File: src/hdl/mode_decide_pkg.sv
//--------------------------------------
// Shared sizes, mode encodings and bus structs for a 4x4 luma block
// with two 2x2 chroma blocks; pixels are unsigned 8 bit
//--------------------------------------
package mode_decide_pkg;

    localparam int LUMA_PIX   = 16;
    localparam int CHROMA_PIX = 4;
    localparam int SUB_BLOCKS = 4;
    localparam int SCORE_W    = 20;

    // Mode costs, scaled by lambda
    localparam logic [1:0] COST_DC = 2'd0;
    localparam logic [1:0] COST_V  = 2'd1;
    localparam logic [1:0] COST_H  = 2'd1;
    localparam logic [1:0] COST_TM = 2'd2;

    typedef enum logic [1:0] {
        I16_DC,
        I16_V,
        I16_H,
        I16_TM
    } i16_mode_e;

    typedef enum logic [1:0] {
        I4_DC,
        I4_V,
        I4_H
    } i4_mode_e;

    typedef enum logic [1:0] {
        ST_IDLE,
        ST_RUN,
        ST_DECIDE
    } ctrl_state_e;

    //--------------------------------------
    // Buses
    //--------------------------------------
    typedef struct packed {
        logic [LUMA_PIX-1:0][7:0]   y;
        logic [CHROMA_PIX-1:0][7:0] u;
        logic [CHROMA_PIX-1:0][7:0] v;
    } mb_pixels_t;

    typedef struct packed {
        logic [3:0][7:0] top_y;
        logic [3:0][7:0] left_y;
        logic [7:0]      top_left_y;
        logic [1:0][7:0] top_u;
        logic [1:0][7:0] left_u;
        logic [1:0][7:0] top_v;
        logic [1:0][7:0] left_v;
    } mb_edges_t;

    typedef struct packed {
        logic [7:0] lambda_i16;
        logic [7:0] lambda_i4;
        logic [2:0] qshift;
    } quant_cfg_t;

    typedef struct packed {
        logic                          mbtype;
        i16_mode_e                     mode_i16;
        i4_mode_e [SUB_BLOCKS-1:0]     modes_i4;
        logic [LUMA_PIX-1:0]           nz_luma;
        logic [2*CHROMA_PIX-1:0]       nz_chroma;
        logic                          skipped;
    } mb_result_t;

endpackage

File: src/hdl/intra16_scorer.sv
//--------------------------------------
// Whole-block luma scorer, one mode per cycle, done 4 cycles after go
// Outputs hold from done until the next go
//--------------------------------------
`timescale 1ns/1ps

module intra16_scorer
    import mode_decide_pkg::*;
(
    input  logic                clk,
    input  logic                rst_n,
    input  logic                go,
    input  mb_pixels_t          pix,
    input  mb_edges_t           edges,
    input  quant_cfg_t          cfg,
    output logic [SCORE_W-1:0]  score,
    output i16_mode_e           mode,
    output logic [LUMA_PIX-1:0] nz,
    output logic                done
);

    mb_pixels_t          pix_q;
    mb_edges_t           edges_q;
    quant_cfg_t          cfg_q;
    logic                busy;
    i16_mode_e           cur;
    logic [SCORE_W-1:0]  cand_score;
    logic [LUMA_PIX-1:0] cand_nz;

    // Residuals, SAD and nonzero mask of the current mode
    always_comb begin
        logic [10:0]       edge_sum;
        logic [7:0]        dc_pred;
        logic [7:0]        pred;
        logic signed [9:0] tm;
        logic signed [9:0] diff;
        logic [7:0]        mag;
        logic [1:0]        cost;
        logic [SCORE_W-1:0] sad;

        edge_sum = '0;
        for (int k = 0; k < 4; k++) begin
            edge_sum = edge_sum + 11'(edges_q.top_y[k]) + 11'(edges_q.left_y[k]);
        end
        dc_pred = 8'((edge_sum + 11'd4) >> 3);

        sad = '0;
        for (int i = 0; i < LUMA_PIX; i++) begin
            tm = $signed({2'b00, edges_q.left_y[i / 4]})
               + $signed({2'b00, edges_q.top_y[i % 4]})
               - $signed({2'b00, edges_q.top_left_y});
            case (cur)
                I16_V:   pred = edges_q.top_y[i % 4];
                I16_H:   pred = edges_q.left_y[i / 4];
                I16_TM:  pred = (tm < 0) ? 8'd0 : ((tm > 10'sd255) ? 8'd255 : tm[7:0]);
                default: pred = dc_pred;
            endcase
            diff = $signed({2'b00, pix_q.y[i]}) - $signed({2'b00, pred});
            mag = diff[9] ? 8'(-diff) : diff[7:0];
            cand_nz[i] = (mag >> cfg_q.qshift) != 8'd0;
            sad = sad + SCORE_W'(mag);
        end

        case (cur)
            I16_V:   cost = COST_V;
            I16_H:   cost = COST_H;
            I16_TM:  cost = COST_TM;
            default: cost = COST_DC;
        endcase
        cand_score = sad + SCORE_W'(cfg_q.lambda_i16) * SCORE_W'(cost);
    end

    always_ff @(posedge clk or negedge rst_n) begin
        if (!rst_n) begin
            busy <= 1'b0;
            cur  <= I16_DC;
            done <= 1'b0;
        end else begin
            done <= 1'b0;
            if (go) begin
                busy <= 1'b1;
                cur  <= I16_DC;
            end else if (busy) begin
                cur <= i16_mode_e'(cur + 2'd1);
                if (cur == I16_TM) begin
                    busy <= 1'b0;
                    done <= 1'b1;
                end
            end
        end
    end

    // DC seeds the best so far
    always_ff @(posedge clk) begin
        if (go) begin
            pix_q   <= pix;
            edges_q <= edges;
            cfg_q   <= cfg;
        end
        if (busy && (cur == I16_DC || cand_score < score)) begin
            score <= cand_score;
            mode  <= cur;
            nz    <= cand_nz;
        end
    end

    // Four mode steps, then a single done pulse
    a_done_single: assert property (@(posedge clk) disable iff (!rst_n)
        go |=> !done [*4] ##1 done ##1 !done);

endmodule

File: src/hdl/intra4_scorer.sv
//--------------------------------------
// Split luma scorer over four 2x2 sub-blocks, done 12 cycles after go
// Inner neighbours are taken from source pixels, not reconstruction
//--------------------------------------
`timescale 1ns/1ps

module intra4_scorer
    import mode_decide_pkg::*;
(
    input  logic                      clk,
    input  logic                      rst_n,
    input  logic                      go,
    input  mb_pixels_t                pix,
    input  mb_edges_t                 edges,
    input  quant_cfg_t                cfg,
    output logic [SCORE_W-1:0]        score,
    output i4_mode_e [SUB_BLOCKS-1:0] modes,
    output logic [LUMA_PIX-1:0]       nz,
    output logic                      done
);

    mb_pixels_t         pix_q;
    mb_edges_t          edges_q;
    quant_cfg_t         cfg_q;
    logic               busy;
    logic [3:0]         cnt;
    logic [1:0]         sb;
    i4_mode_e           md;
    logic [SCORE_W-1:0] cand_score;
    logic [3:0]         cand_nz;
    logic [SCORE_W-1:0] best_score;
    i4_mode_e           best_mode;
    logic [3:0]         best_nz;
    logic [SCORE_W-1:0] sel_score;
    i4_mode_e           sel_mode;
    logic [3:0]         sel_nz;

    // Raster index of pixel p inside sub-block b
    function automatic int pix_index(input logic [1:0] b, input int p);
        return (2 * b[1] + p / 2) * 4 + 2 * b[0] + p % 2;
    endfunction

    assign sb = 2'(cnt / 4'd3);
    assign md = i4_mode_e'(2'(cnt % 4'd3));

    always_comb begin
        logic [1:0][7:0]   top;
        logic [1:0][7:0]   left;
        logic [7:0]        dc_pred;
        logic [7:0]        pred;
        logic signed [9:0] diff;
        logic [7:0]        mag;
        logic [1:0]        cost;
        logic [SCORE_W-1:0] sad;

        // Block edge or the pixels just above / left inside the block
        for (int k = 0; k < 2; k++) begin
            top[k]  = sb[1] ? pix_q.y[4 + 2 * sb[0] + k] : edges_q.top_y[2 * sb[0] + k];
            left[k] = sb[0] ? pix_q.y[(2 * sb[1] + k) * 4 + 1]
                            : edges_q.left_y[2 * sb[1] + k];
        end
        dc_pred = 8'((10'(top[0]) + 10'(top[1]) + 10'(left[0]) + 10'(left[1]) + 10'd2) >> 2);

        sad = '0;
        for (int p = 0; p < 4; p++) begin
            case (md)
                I4_V:    pred = top[p % 2];
                I4_H:    pred = left[p / 2];
                default: pred = dc_pred;
            endcase
            diff = $signed({2'b00, pix_q.y[pix_index(sb, p)]}) - $signed({2'b00, pred});
            mag = diff[9] ? 8'(-diff) : diff[7:0];
            cand_nz[p] = (mag >> cfg_q.qshift) != 8'd0;
            sad = sad + SCORE_W'(mag);
        end

        cost = (md == I4_DC) ? COST_DC : ((md == I4_V) ? COST_V : COST_H);
        cand_score = sad + SCORE_W'(cfg_q.lambda_i4) * SCORE_W'(cost);

        // Final pick for the sub-block on its last mode
        if (cand_score < best_score) begin
            sel_score = cand_score;
            sel_mode  = md;
            sel_nz    = cand_nz;
        end else begin
            sel_score = best_score;
            sel_mode  = best_mode;
            sel_nz    = best_nz;
        end
    end

    always_ff @(posedge clk or negedge rst_n) begin
        if (!rst_n) begin
            busy <= 1'b0;
            cnt  <= '0;
            done <= 1'b0;
        end else begin
            done <= 1'b0;
            if (go) begin
                busy <= 1'b1;
                cnt  <= '0;
            end else if (busy) begin
                if (cnt == 4'd11) begin
                    busy <= 1'b0;
                    cnt  <= '0;
                    done <= 1'b1;
                end else begin
                    cnt <= cnt + 4'd1;
                end
            end
        end
    end

    always_ff @(posedge clk) begin
        if (go) begin
            pix_q   <= pix;
            edges_q <= edges;
            cfg_q   <= cfg;
            score   <= '0;
        end else if (busy) begin
            if (md == I4_DC || cand_score < best_score) begin
                best_score <= cand_score;
                best_mode  <= md;
                best_nz    <= cand_nz;
            end
            if (md == I4_H) begin
                score     <= score + sel_score;
                modes[sb] <= sel_mode;
                for (int p = 0; p < 4; p++) begin
                    nz[pix_index(sb, p)] <= sel_nz[p];
                end
            end
        end
    end

    // Twelve pairs within range, then a single done pulse
    a_cnt_range: assert property (@(posedge clk) disable iff (!rst_n)
        go |=> (!done && cnt <= 4'd11) [*12] ##1 done ##1 !done);

endmodule

File: src/hdl/chroma_nz.sv
//--------------------------------------
// Chroma DC prediction and nonzero flags, valid 1 cycle after go
//--------------------------------------
`timescale 1ns/1ps

module chroma_nz
    import mode_decide_pkg::*;
(
    input  logic                    clk,
    input  logic                    rst_n,
    input  logic                    go,
    input  mb_pixels_t              pix,
    input  mb_edges_t               edges,
    input  quant_cfg_t              cfg,
    output logic [2*CHROMA_PIX-1:0] nz
);

    // DC prediction of one 2x2 block and its nonzero flags
    function automatic logic [CHROMA_PIX-1:0] dc_nz(
        input logic [CHROMA_PIX-1:0][7:0] src,
        input logic [1:0][7:0]            top,
        input logic [1:0][7:0]            left,
        input logic [2:0]                 qshift
    );
        logic [7:0]              pred;
        logic signed [9:0]       diff;
        logic [7:0]              mag;
        logic [CHROMA_PIX-1:0]   flags;

        pred = 8'((10'(top[0]) + 10'(top[1]) + 10'(left[0]) + 10'(left[1]) + 10'd2) >> 2);
        for (int i = 0; i < CHROMA_PIX; i++) begin
            diff = $signed({2'b00, src[i]}) - $signed({2'b00, pred});
            mag = diff[9] ? 8'(-diff) : diff[7:0];
            flags[i] = (mag >> qshift) != 8'd0;
        end
        return flags;
    endfunction

    always_ff @(posedge clk or negedge rst_n) begin
        if (!rst_n) begin
            nz <= '0;
        end else if (go) begin
            // V in the upper nibble
            nz <= {dc_nz(pix.v, edges.top_v, edges.left_v, cfg.qshift),
                   dc_nz(pix.u, edges.top_u, edges.left_u, cfg.qshift)};
        end
    end

endmodule

File: src/hdl/mb_decide_ctrl.sv
//--------------------------------------
// Sequences the scorers and picks the block type; start is dropped
// unless idle, done pulses 14 cycles after an accepted start
//--------------------------------------
`timescale 1ns/1ps

module mb_decide_ctrl
    import mode_decide_pkg::*;
(
    input  logic                      clk,
    input  logic                      rst_n,
    input  logic                      start,
    output logic                      go,
    input  logic                      i16_done,
    input  logic                      i4_done,
    input  logic [SCORE_W-1:0]        i16_score,
    input  logic [SCORE_W-1:0]        i4_score,
    input  i16_mode_e                 i16_mode,
    input  i4_mode_e [SUB_BLOCKS-1:0] i4_modes,
    input  logic [LUMA_PIX-1:0]       i16_nz,
    input  logic [LUMA_PIX-1:0]       i4_nz,
    input  logic [2*CHROMA_PIX-1:0]   chroma_nz,
    output mb_result_t                result,
    output logic                      done
);

    ctrl_state_e         state;
    logic                seen_i16;
    logic                seen_i4;
    logic                use_i16;
    logic [LUMA_PIX-1:0] luma_nz;

    assign go = start && (state == ST_IDLE);

    // Whole-block wins ties
    assign use_i16 = (i4_score >= i16_score);
    assign luma_nz = use_i16 ? i16_nz : i4_nz;

    always_ff @(posedge clk or negedge rst_n) begin
        if (!rst_n) begin
            state    <= ST_IDLE;
            seen_i16 <= 1'b0;
            seen_i4  <= 1'b0;
            result   <= '0;
            done     <= 1'b0;
        end else begin
            done <= 1'b0;
            case (state)
                ST_IDLE: begin
                    if (go) begin
                        state    <= ST_RUN;
                        seen_i16 <= 1'b0;
                        seen_i4  <= 1'b0;
                    end
                end
                ST_RUN: begin
                    seen_i16 <= seen_i16 | i16_done;
                    seen_i4  <= seen_i4 | i4_done;
                    if ((seen_i16 || i16_done) && (seen_i4 || i4_done)) begin
                        state <= ST_DECIDE;
                    end
                end
                ST_DECIDE: begin
                    result.mbtype    <= use_i16;
                    result.mode_i16  <= i16_mode;
                    result.modes_i4  <= i4_modes;
                    result.nz_luma   <= luma_nz;
                    result.nz_chroma <= chroma_nz;
                    result.skipped   <= (luma_nz == '0) && (chroma_nz == '0);
                    done             <= 1'b1;
                    state            <= ST_IDLE;
                end
                default: state <= ST_IDLE;
            endcase
        end
    end

    // One done per accepted start, after the full scorer latency
    a_one_done: assert property (@(posedge clk) disable iff (!rst_n)
        go |=> (!done && !go) [*14] ##1 done ##1 !done);

endmodule

File: src/hdl/mode_decide_top.sv
//--------------------------------------
// Intra mode decision top; inputs must hold from start until done
//--------------------------------------
`timescale 1ns/1ps

module mode_decide_top
    import mode_decide_pkg::*;
(
    input  logic       clk,
    input  logic       rst_n,
    input  logic       start,
    input  mb_pixels_t pix,
    input  mb_edges_t  edges,
    input  quant_cfg_t cfg,
    output mb_result_t result,
    output logic       done
);

    logic                      go;
    logic                      i16_done;
    logic                      i4_done;
    logic [SCORE_W-1:0]        i16_score;
    logic [SCORE_W-1:0]        i4_score;
    i16_mode_e                 i16_mode;
    i4_mode_e [SUB_BLOCKS-1:0] i4_modes;
    logic [LUMA_PIX-1:0]       i16_nz;
    logic [LUMA_PIX-1:0]       i4_nz;
    logic [2*CHROMA_PIX-1:0]   c_nz;

    mb_decide_ctrl u_ctrl (
        .clk       (clk),
        .rst_n     (rst_n),
        .start     (start),
        .go        (go),
        .i16_done  (i16_done),
        .i4_done   (i4_done),
        .i16_score (i16_score),
        .i4_score  (i4_score),
        .i16_mode  (i16_mode),
        .i4_modes  (i4_modes),
        .i16_nz    (i16_nz),
        .i4_nz     (i4_nz),
        .chroma_nz (c_nz),
        .result    (result),
        .done      (done)
    );

    intra16_scorer u_i16 (
        .clk   (clk),
        .rst_n (rst_n),
        .go    (go),
        .pix   (pix),
        .edges (edges),
        .cfg   (cfg),
        .score (i16_score),
        .mode  (i16_mode),
        .nz    (i16_nz),
        .done  (i16_done)
    );

    intra4_scorer u_i4 (
        .clk   (clk),
        .rst_n (rst_n),
        .go    (go),
        .pix   (pix),
        .edges (edges),
        .cfg   (cfg),
        .score (i4_score),
        .modes (i4_modes),
        .nz    (i4_nz),
        .done  (i4_done)
    );

    chroma_nz u_chroma (
        .clk   (clk),
        .rst_n (rst_n),
        .go    (go),
        .pix   (pix),
        .edges (edges),
        .cfg   (cfg),
        .nz    (c_nz)
    );

endmodule

File: config.mk
export PLATFORM = sky130hd
export DESIGN_NAME = mode_decide_top
export DESIGN_NICKNAME = d
export VERILOG_FILES = /design/src/hdl/mode_decide_pkg.sv /design/src/hdl/intra16_scorer.sv /design/src/hdl/intra4_scorer.sv /design/src/hdl/chroma_nz.sv /design/src/hdl/mb_decide_ctrl.sv /design/src/hdl/mode_decide_top.sv
export SDC_FILE = /design/constraint.sdc
export NUM_CORES = 2
export LEC_CHECK = 0
export ABC_AREA = 1
export BUFFER_PORTS_ARGS = -buffer_cell sky130_fd_sc_hd__buf_2
export CELL_PAD_IN_SITES_DETAIL_PLACEMENT = 1
export CELL_PAD_IN_SITES_GLOBAL_PLACEMENT = 1
export CORE_MARGIN = 2
export CORE_UTILIZATION = 37
export CTS_CLUSTER_SIZE = 24
export DETAILED_ROUTE_END_ITERATION = 8
export PLACE_DENSITY_LB_ADDON = 0.1
export REMOVE_ABC_BUFFERS = 1
export SLEW_MARGIN = 20
export SYNTH_ARGS = -nofsm -noshare
export SYNTH_HDL_FRONTEND = slang
export SYNTH_HIERARCHICAL = 1
export SYNTH_SLANG_ARGS = --single-unit
File: constraint.sdc
create_clock -name clk -period 17.45 [get_ports clk]
set_input_delay 4.3625 -clock clk [delete_from_list [all_inputs] [get_ports clk]]
set_output_delay 4.3625 -clock clk [all_outputs]
set_load 0.05 [all_outputs]
* Yosys cells after proc, flatten, opt, wreduce, memory -nomap -nowiden
Cells that the tools add are included.
Storage, ports and cells: output and inout port bits 37, word-level logic and storage cells 511, register bits 386, input port bits 350
Operators by class: bitwise gates (word level) 3, div/mod/pow operators 2, add/subtract/negate cells 141, shift operators 28, equality and inequality tests 10, $mul 2, reduce and logical (&&, ||, !) cells 55, $lt $le $gt $ge 53, muxes and demuxes 157
Operator list (count):
- $mux W8 | 82
- $pmux W8 S3 | 16
- $add A20 B8 Y20 | 16
- $bmux W8 S4 | 8
- $sub A8 B8 Y9 | 28
- $neg A8 Y8 | 28
- $reduce_bool A8 Y1 | 28
- $shr A8 B3 Y8 | 28
- $add A8 B8 Y9 | 22
- $gt A10 B9 Y1 const B | 16
- $lt A10 B1 Y1 const B | 16
- $sub A9 B8 Y10 | 16
- $add A32 B1 Y32 const B | 4
- $ge A32 B1 Y1 const B | 4
- $lt A32 B5 Y1 const B | 4
- $lt A32 B6 Y1 const B | 4
- $add A11 B8 Y11 | 6
- $bwmux W16 | 4
- $lt A32 B3 Y1 const B | 2
- $pmux W8 S2 | 4
- $add A10 B8 Y10 | 6
- $add A20 B10 Y20 | 2
- $lt A20 B20 Y1 | 2
- $add A32 B2 Y32 | 1
- 42 further kinds | 104

* Logic depth before layout (Yosys ltp)
depth in word-level cells 31, mapped depth 83, depth with buffers taken out 79

* Hierarchy
Netlist, hierarchy kept.
By module, submodules not included:
- intra16_scorer | cells each 5040, area an instance 35979.5 µm², seq. area each 7367.1 µm², times used 1
- intra4_scorer | cells each 1651, area an instance 15725.1 µm², seq. area each 7877.6 µm², times used 1
- chroma_nz | cells each 1324, area an instance 7188.1 µm², seq. area each 200.2 µm², times used 1
- mb_decide_ctrl | cells each 340, area an instance 2486.1 µm², seq. area each 1026.0 µm², times used 1

* Least setup slack after synthesis
Ideal clock, no wire load.
path kind input port to flip-flop, start point input start, end point register u_i4/modes[2] (netlist bit), enable pin, cell stages on the path 6, data arrival time 16047 ps, library setup time 277 ps, slack 1125 ps, required time 17173 ps, path through nand2_1 -> inv_1 -> clkinv_1 -> nand2_1 -> clkbuf_1 -> nor2_1
On the way: cells in the longest elaborated chain, start to end 3
Ends and longest elaborated chain:
- start: declaration | line mode_decide_top.sv:11 | input logic start,
- $logic_and A1 B1 Y1 | line mb_decide_ctrl.sv:33 | assign go = start && (state == ST_IDLE);
- net go | line mode_decide_top.sv:19 | logic go;
- $not A1 Y1 (no line)
- $reduce_and A3 Y1 (no line)
- end signal: indexed assignment | line intra4_scorer.sv:128 | modes[sb] <= sel_mode;
- end: declaration | line intra4_scorer.sv:17 | output i4_mode_e [SUB_BLOCKS-1:0] modes,
The timed path passes the listed nets, and every way through them passes these cells. A chain may end at the register's enable or synchronous reset.

* Worst setup path in the final report
start point register u_i4.cnt[3], end point register u_i4.score[17]
On the way: cells in the longest elaborated chain, start to end 21, elaborated cells on any way between the ends 77, classes of those cells add/sub: 27; mul: 1; div: 2; order compare: 1; eq/ne: 2; mux: 42; reduce/logical: 2
Ends and longest elaborated chain:
- start: declaration | line intra4_scorer.sv:26 | logic [3:0] cnt;
- start signal: assignment | line intra4_scorer.sv:108 | cnt <= cnt + 4'd1;
- $div A4 B2 Y4 | line intra4_scorer.sv:43 | assign sb = 2'(cnt / 4'd3);
- $add A3 B2 Y4 | line intra4_scorer.sv:58 | top[k] = sb[1] ? pix_q.y[4 + 2 * sb[0] + k] : edges_q.top_y[2 * sb[0] + k];
- $add A32 B1 Y32 | line intra4_scorer.sv:58
- $bmux W8 S4 | line intra4_scorer.sv:58
- $mux W8 (implied by the code) | line intra4_scorer.sv:58
- $mux W8 | line intra4_scorer.sv:58
- $add A8 B8 Y9 | line intra4_scorer.sv:62 | dc_pred = 8'((10'(top[0]) + 10'(top[1]) + 10'(left[0]) + 10'(left[1]) + 10'd2) >> 2);
- $add A10 B8 Y10 (2 in series) | line intra4_scorer.sv:62
- (+4 left out)
- $mux W8 | line intra4_scorer.sv:72 | mag = diff[9] ? 8'(-diff) : diff[7:0];
- $add A8 B8 Y9 | line intra4_scorer.sv:74 | sad = sad + SCORE_W'(mag);
- $add A20 B8 Y20 (2 in series) | line intra4_scorer.sv:74
- $add A20 B10 Y20 * | line intra4_scorer.sv:78 | cand_score = sad + SCORE_W'(cfg_q.lambda_i4) * SCORE_W'(cost);
- net u_i4.cand_score[8] | line intra4_scorer.sv:29 | logic [SCORE_W-1:0] cand_score;
- $lt A20 B20 Y1 | line intra4_scorer.sv:81 | if (cand_score < best_score) begin
- $mux W20 * | line intra4_scorer.sv:81
- $add A20 B20 Y20 * | line intra4_scorer.sv:127 | score <= score + sel_score;
- end signal: assignment | line intra4_scorer.sv:127
- end: declaration | line intra4_scorer.sv:16 | output logic [SCORE_W-1:0] score,
Mark *: on every way through the listed nets, which the timed path passes. The rest lies on a longest branch. The select of a mux whose other input is x is not followed.

==> results.yml <==
status:
  status: "finished clean"
grt:
  grt_antenna_before_repair: 16
  globalRouteTotalUtil_pct: 32.84
  grt_max_degree: 70
  grt.overflow.total: 0
  wire_length_of_the_first_global_routing_pass_um: 402000
  first_global_vias: 59670
sta:
  clock_skew_ns: 0.07074
  period_minus_ws_final_ns: 15.08
  final.period_utilization_pct: 86.39
  hold_violations: 0
  rsz0062_at_grt: "no"
  timing.final.max_slew_violations: 0
  max_clock_freq_mhz: 66.33
  worstMarginPinSlew_ns: 1.239
  layout_setup_ws_ns: 2.375
  setup_viol: 0
  max-slew-margin-rel_pct: 16.55
logic_synthesis:
  synth.lib_cells_used.distinct: 77
  syn_avg_cell_area_sq_um: 7.346
  synth.cell_area_sq_um: 61380
  ys.flop_type: "edfxtp_1"
  netlist_instances: 8355
  ys_seq_area_share_pct: 26.83
  postSynth.asyncResetShare_pct: 10.44
  synth-edff-count: 486
  postSynthRegisterBits: 565
  synthesis.yosys.warnings: 6
place:
  hpwl_um: 237000
  io_buffer_count: 386
  place_congestion: 0.9910
  dpl_worst_slack_ns: 2.593
  placed_cell_area_sq_um: 65930
critical_path:
  critical_path_buf_inv_count: 18
  worst_ep_required_time_ns: 18.06
  critPathMaxFanout: 41
  max_stage_delay_on_crit_path_ns: 0.63
  timing.critical_path.from_type: "register"
  timing.critical_path.slowest_stage_cell: "nand2_2"
  worst_path_top_cell_family_by_delay: "adder cells"
  critical_path_capture_point_type: "register"
  path_type_of_the_worst_setup_path: "reg2reg"
  worst-endpoint-arrival_ns: 15.69
  timing.critical_path.mode_cell: "inv_1"
flow_run:
  cap_viol_max_count: 0
cts:
  cts_tree: "built"
  cts.repair_timing.setup_buffer_count: 0
  cts_root_buffer: "clkbuf_16"
  cts-resized-gates: 0
  cts_buffers: 75
  clk_transition_reported_paths_ns: 0.06
  htreeDepth: 3
  cts-hold-fix-buffers: 0
  clock_path_buffers: 3
  clock_sinks: 565
  latest_clock_arrival_within_the_worst_skew_pair_ns: 0.75
layout:
  fillCellCount: 20750
  ratio_of_cells_with_drive_above_1_in_the_final_layout_pct: 8.636
  area.sequential_sq_um: 16470
  syn2layout_area_growth_pct: 11.66
  final_common_cell: "nand2_1"
  multi_input_area_sq_um: 38510
  nets: 10020
  layout_common_cells: "nand2_1, inv_1, nand3_1, ha_1, edfxtp_1"
  finish.instance_area_sq_um: 68540
drt:
  postRouteWirelength_um: 279200
  drt-vias-per-instance: 5.342
  routedWlPerCell_um: 25.31
  ant_nets: 0
  drcViolationCount: 0
  via_count: 58920
  first_pass_iters: 6
  drt-initial-drc-count: 4712
worst_hold_path:
  min_path_type: "reg2reg"
floorplanning:
  rows: 149
  core_area_sq_um: 164800
  ioPinCount: 387
  dieArea_sq_um: 169200
  floorplan.die.width_um: 411.3
  die_y_um: 411.3
  initial_core_util_pct: 37.24
-- path summary, 6_finish.rpt --
check / depth (start not counted) / from / end / slack, ns
setup / recovery: 74 / u_i4/cnt[3] / u_i4/score[17] / 2.37
hold / removal: 2 / u_i4/modes[6] / u_ctrl/result[31] / 0.44
setup reg to reg: 74 / u_i4/cnt[3] / u_i4/score[17] / 2.37
hold reg to reg: 2 / u_i4/modes[6] / u_ctrl/result[31] / 0.44
max in group asynchronous: 2 / rst_n / u_ctrl/result[16] / 12.96
min in group asynchronous: 1 / rst_n / u_ctrl/result[8] / 3.51
-- kinds of logic after synthesis --
family	after synthesis	synth area share (%)
buf+inv	1671	10.50
other cells	1	0.006110
compound gates	817	7.948
flops	565	26.83
mux	1	0.01631
xor+xnor	186	2.654
fa+ha+maj	899	23.11
simple gates	4215	28.93
-- stage by stage --
stage / setup TNS, ns / util, % / hold WS, ns / std cells
global route: 0 / 41.58 / 0.4662 / 11020
CTS: 0 / 41.58 / 0.4483 / 11020
finish: 0 / 41.59 / 0.4434 / 11030
global placement: 0 / 40.00 / 0.4293 / 10890
floorplan: -9.620 / - / 0.4267 / 8262
detailed placement: 0 / 40.00 / 0.4382 / 10890
-- cell type report --
cell class / count / share of cell area [%]
flip-flops and latches: 565 / 24.03
diodes: 7 / 0.02556
multi-input cells: 6125 / 56.20
well taps: 2189 / 3.996
clock inverters: 50 / 0.8763
inverters: 1572 / 8.621
clock buffers: 89 / 2.905
repair buffers: 434 / 3.348
-- synth_stat cells, types with 6 or more instances --
| cell | instances | area [sq um] |
|---|---|---|
| a211oi_1 | 9 | 67.56 |
| a21o_1 | 31 | 232.7 |
| a21oi_1 | 347 | 1737 |
| a21oi_2 | 20 | 175.2 |
| a21oi_4 | 8 | 130.1 |
| a22oi_1 | 12 | 90.09 |
| a31oi_1 | 26 | 162.7 |
| and2_1 | 7 | 43.79 |
| buf_2 | 19 | 95.09 |
| buf_4 | 15 | 112.6 |
| buf_6 | 12 | 135.1 |
| clkbuf_1 | 47 | 176.4 |
| dfrtp_1 | 59 | 1476 |
| dfxtp_1 | 20 | 400.4 |
| edfxtp_1 | 486 | 14590 |
| fa_1 | 391 | 7828 |
| ha_1 | 508 | 6356 |
| inv_1 | 1531 | 5747 |
| inv_2 | 36 | 135.1 |
| nand2_1 | 2700 | 10130 |
| nand2_2 | 41 | 256.5 |
| nand3_1 | 728 | 3643 |
| nand3_2 | 19 | 190.2 |
| nand3b_1 | 32 | 240.2 |
| nand4_1 | 116 | 725.7 |
| nor2_1 | 457 | 1715 |
| nor2_2 | 10 | 62.56 |
| nor3_1 | 44 | 220.2 |
| o2111ai_1 | 7 | 61.31 |
| o211ai_1 | 23 | 172.7 |
| o21a_1 | 30 | 225.2 |
| o21ai_0 | 170 | 850.8 |
| o21ai_1 | 43 | 215.2 |
| o21bai_1 | 22 | 165.2 |
| o221ai_1 | 16 | 140.1 |
| o22ai_1 | 12 | 75.07 |
| or2_1 | 6 | 37.54 |
| or2_2 | 27 | 168.9 |
| xnor2_1 | 64 | 560.5 |
| xor2_1 | 122 | 1069 |
-- state kept, by name, summed over array words and instances (netlist names), 11 cells and up --
register         cells
u_i4/edges_q        64
u_i16/cfg_q         11
u_i16/score         13
u_i16/nz            16
u_i4/nz             16
u_ctrl/result       36
u_i4/pix_q         128
u_i4/score          20
u_i4/cfg_q          11
u_i4/best_score     11
u_i16/pix_q        128
u_i16/edges_q       72
-- routing by layer --
metal  track usage (%)  vias to the layer above  wire [um]  part of all wire, %
li1                  -                    27480          -                    -
met1             46.17                    29320     126900                   45
met2             50.94                     1750     121400                   43
met3             4.632                      371      18070                  6.5
met4             12.66                       10      12780                  4.6
met5                 0                        -         69                0.025
-- tightest hold or removal path, delay by kind of cell, from the launching register on --
family           cells  cell delay (ns)
DFF                  1             0.32
and+or+nand+nor      2             0.10
Power is left out: the tool's default activity adds up to more than one toggle a clock period on the data nets, which glitch-free logic cannot reach.
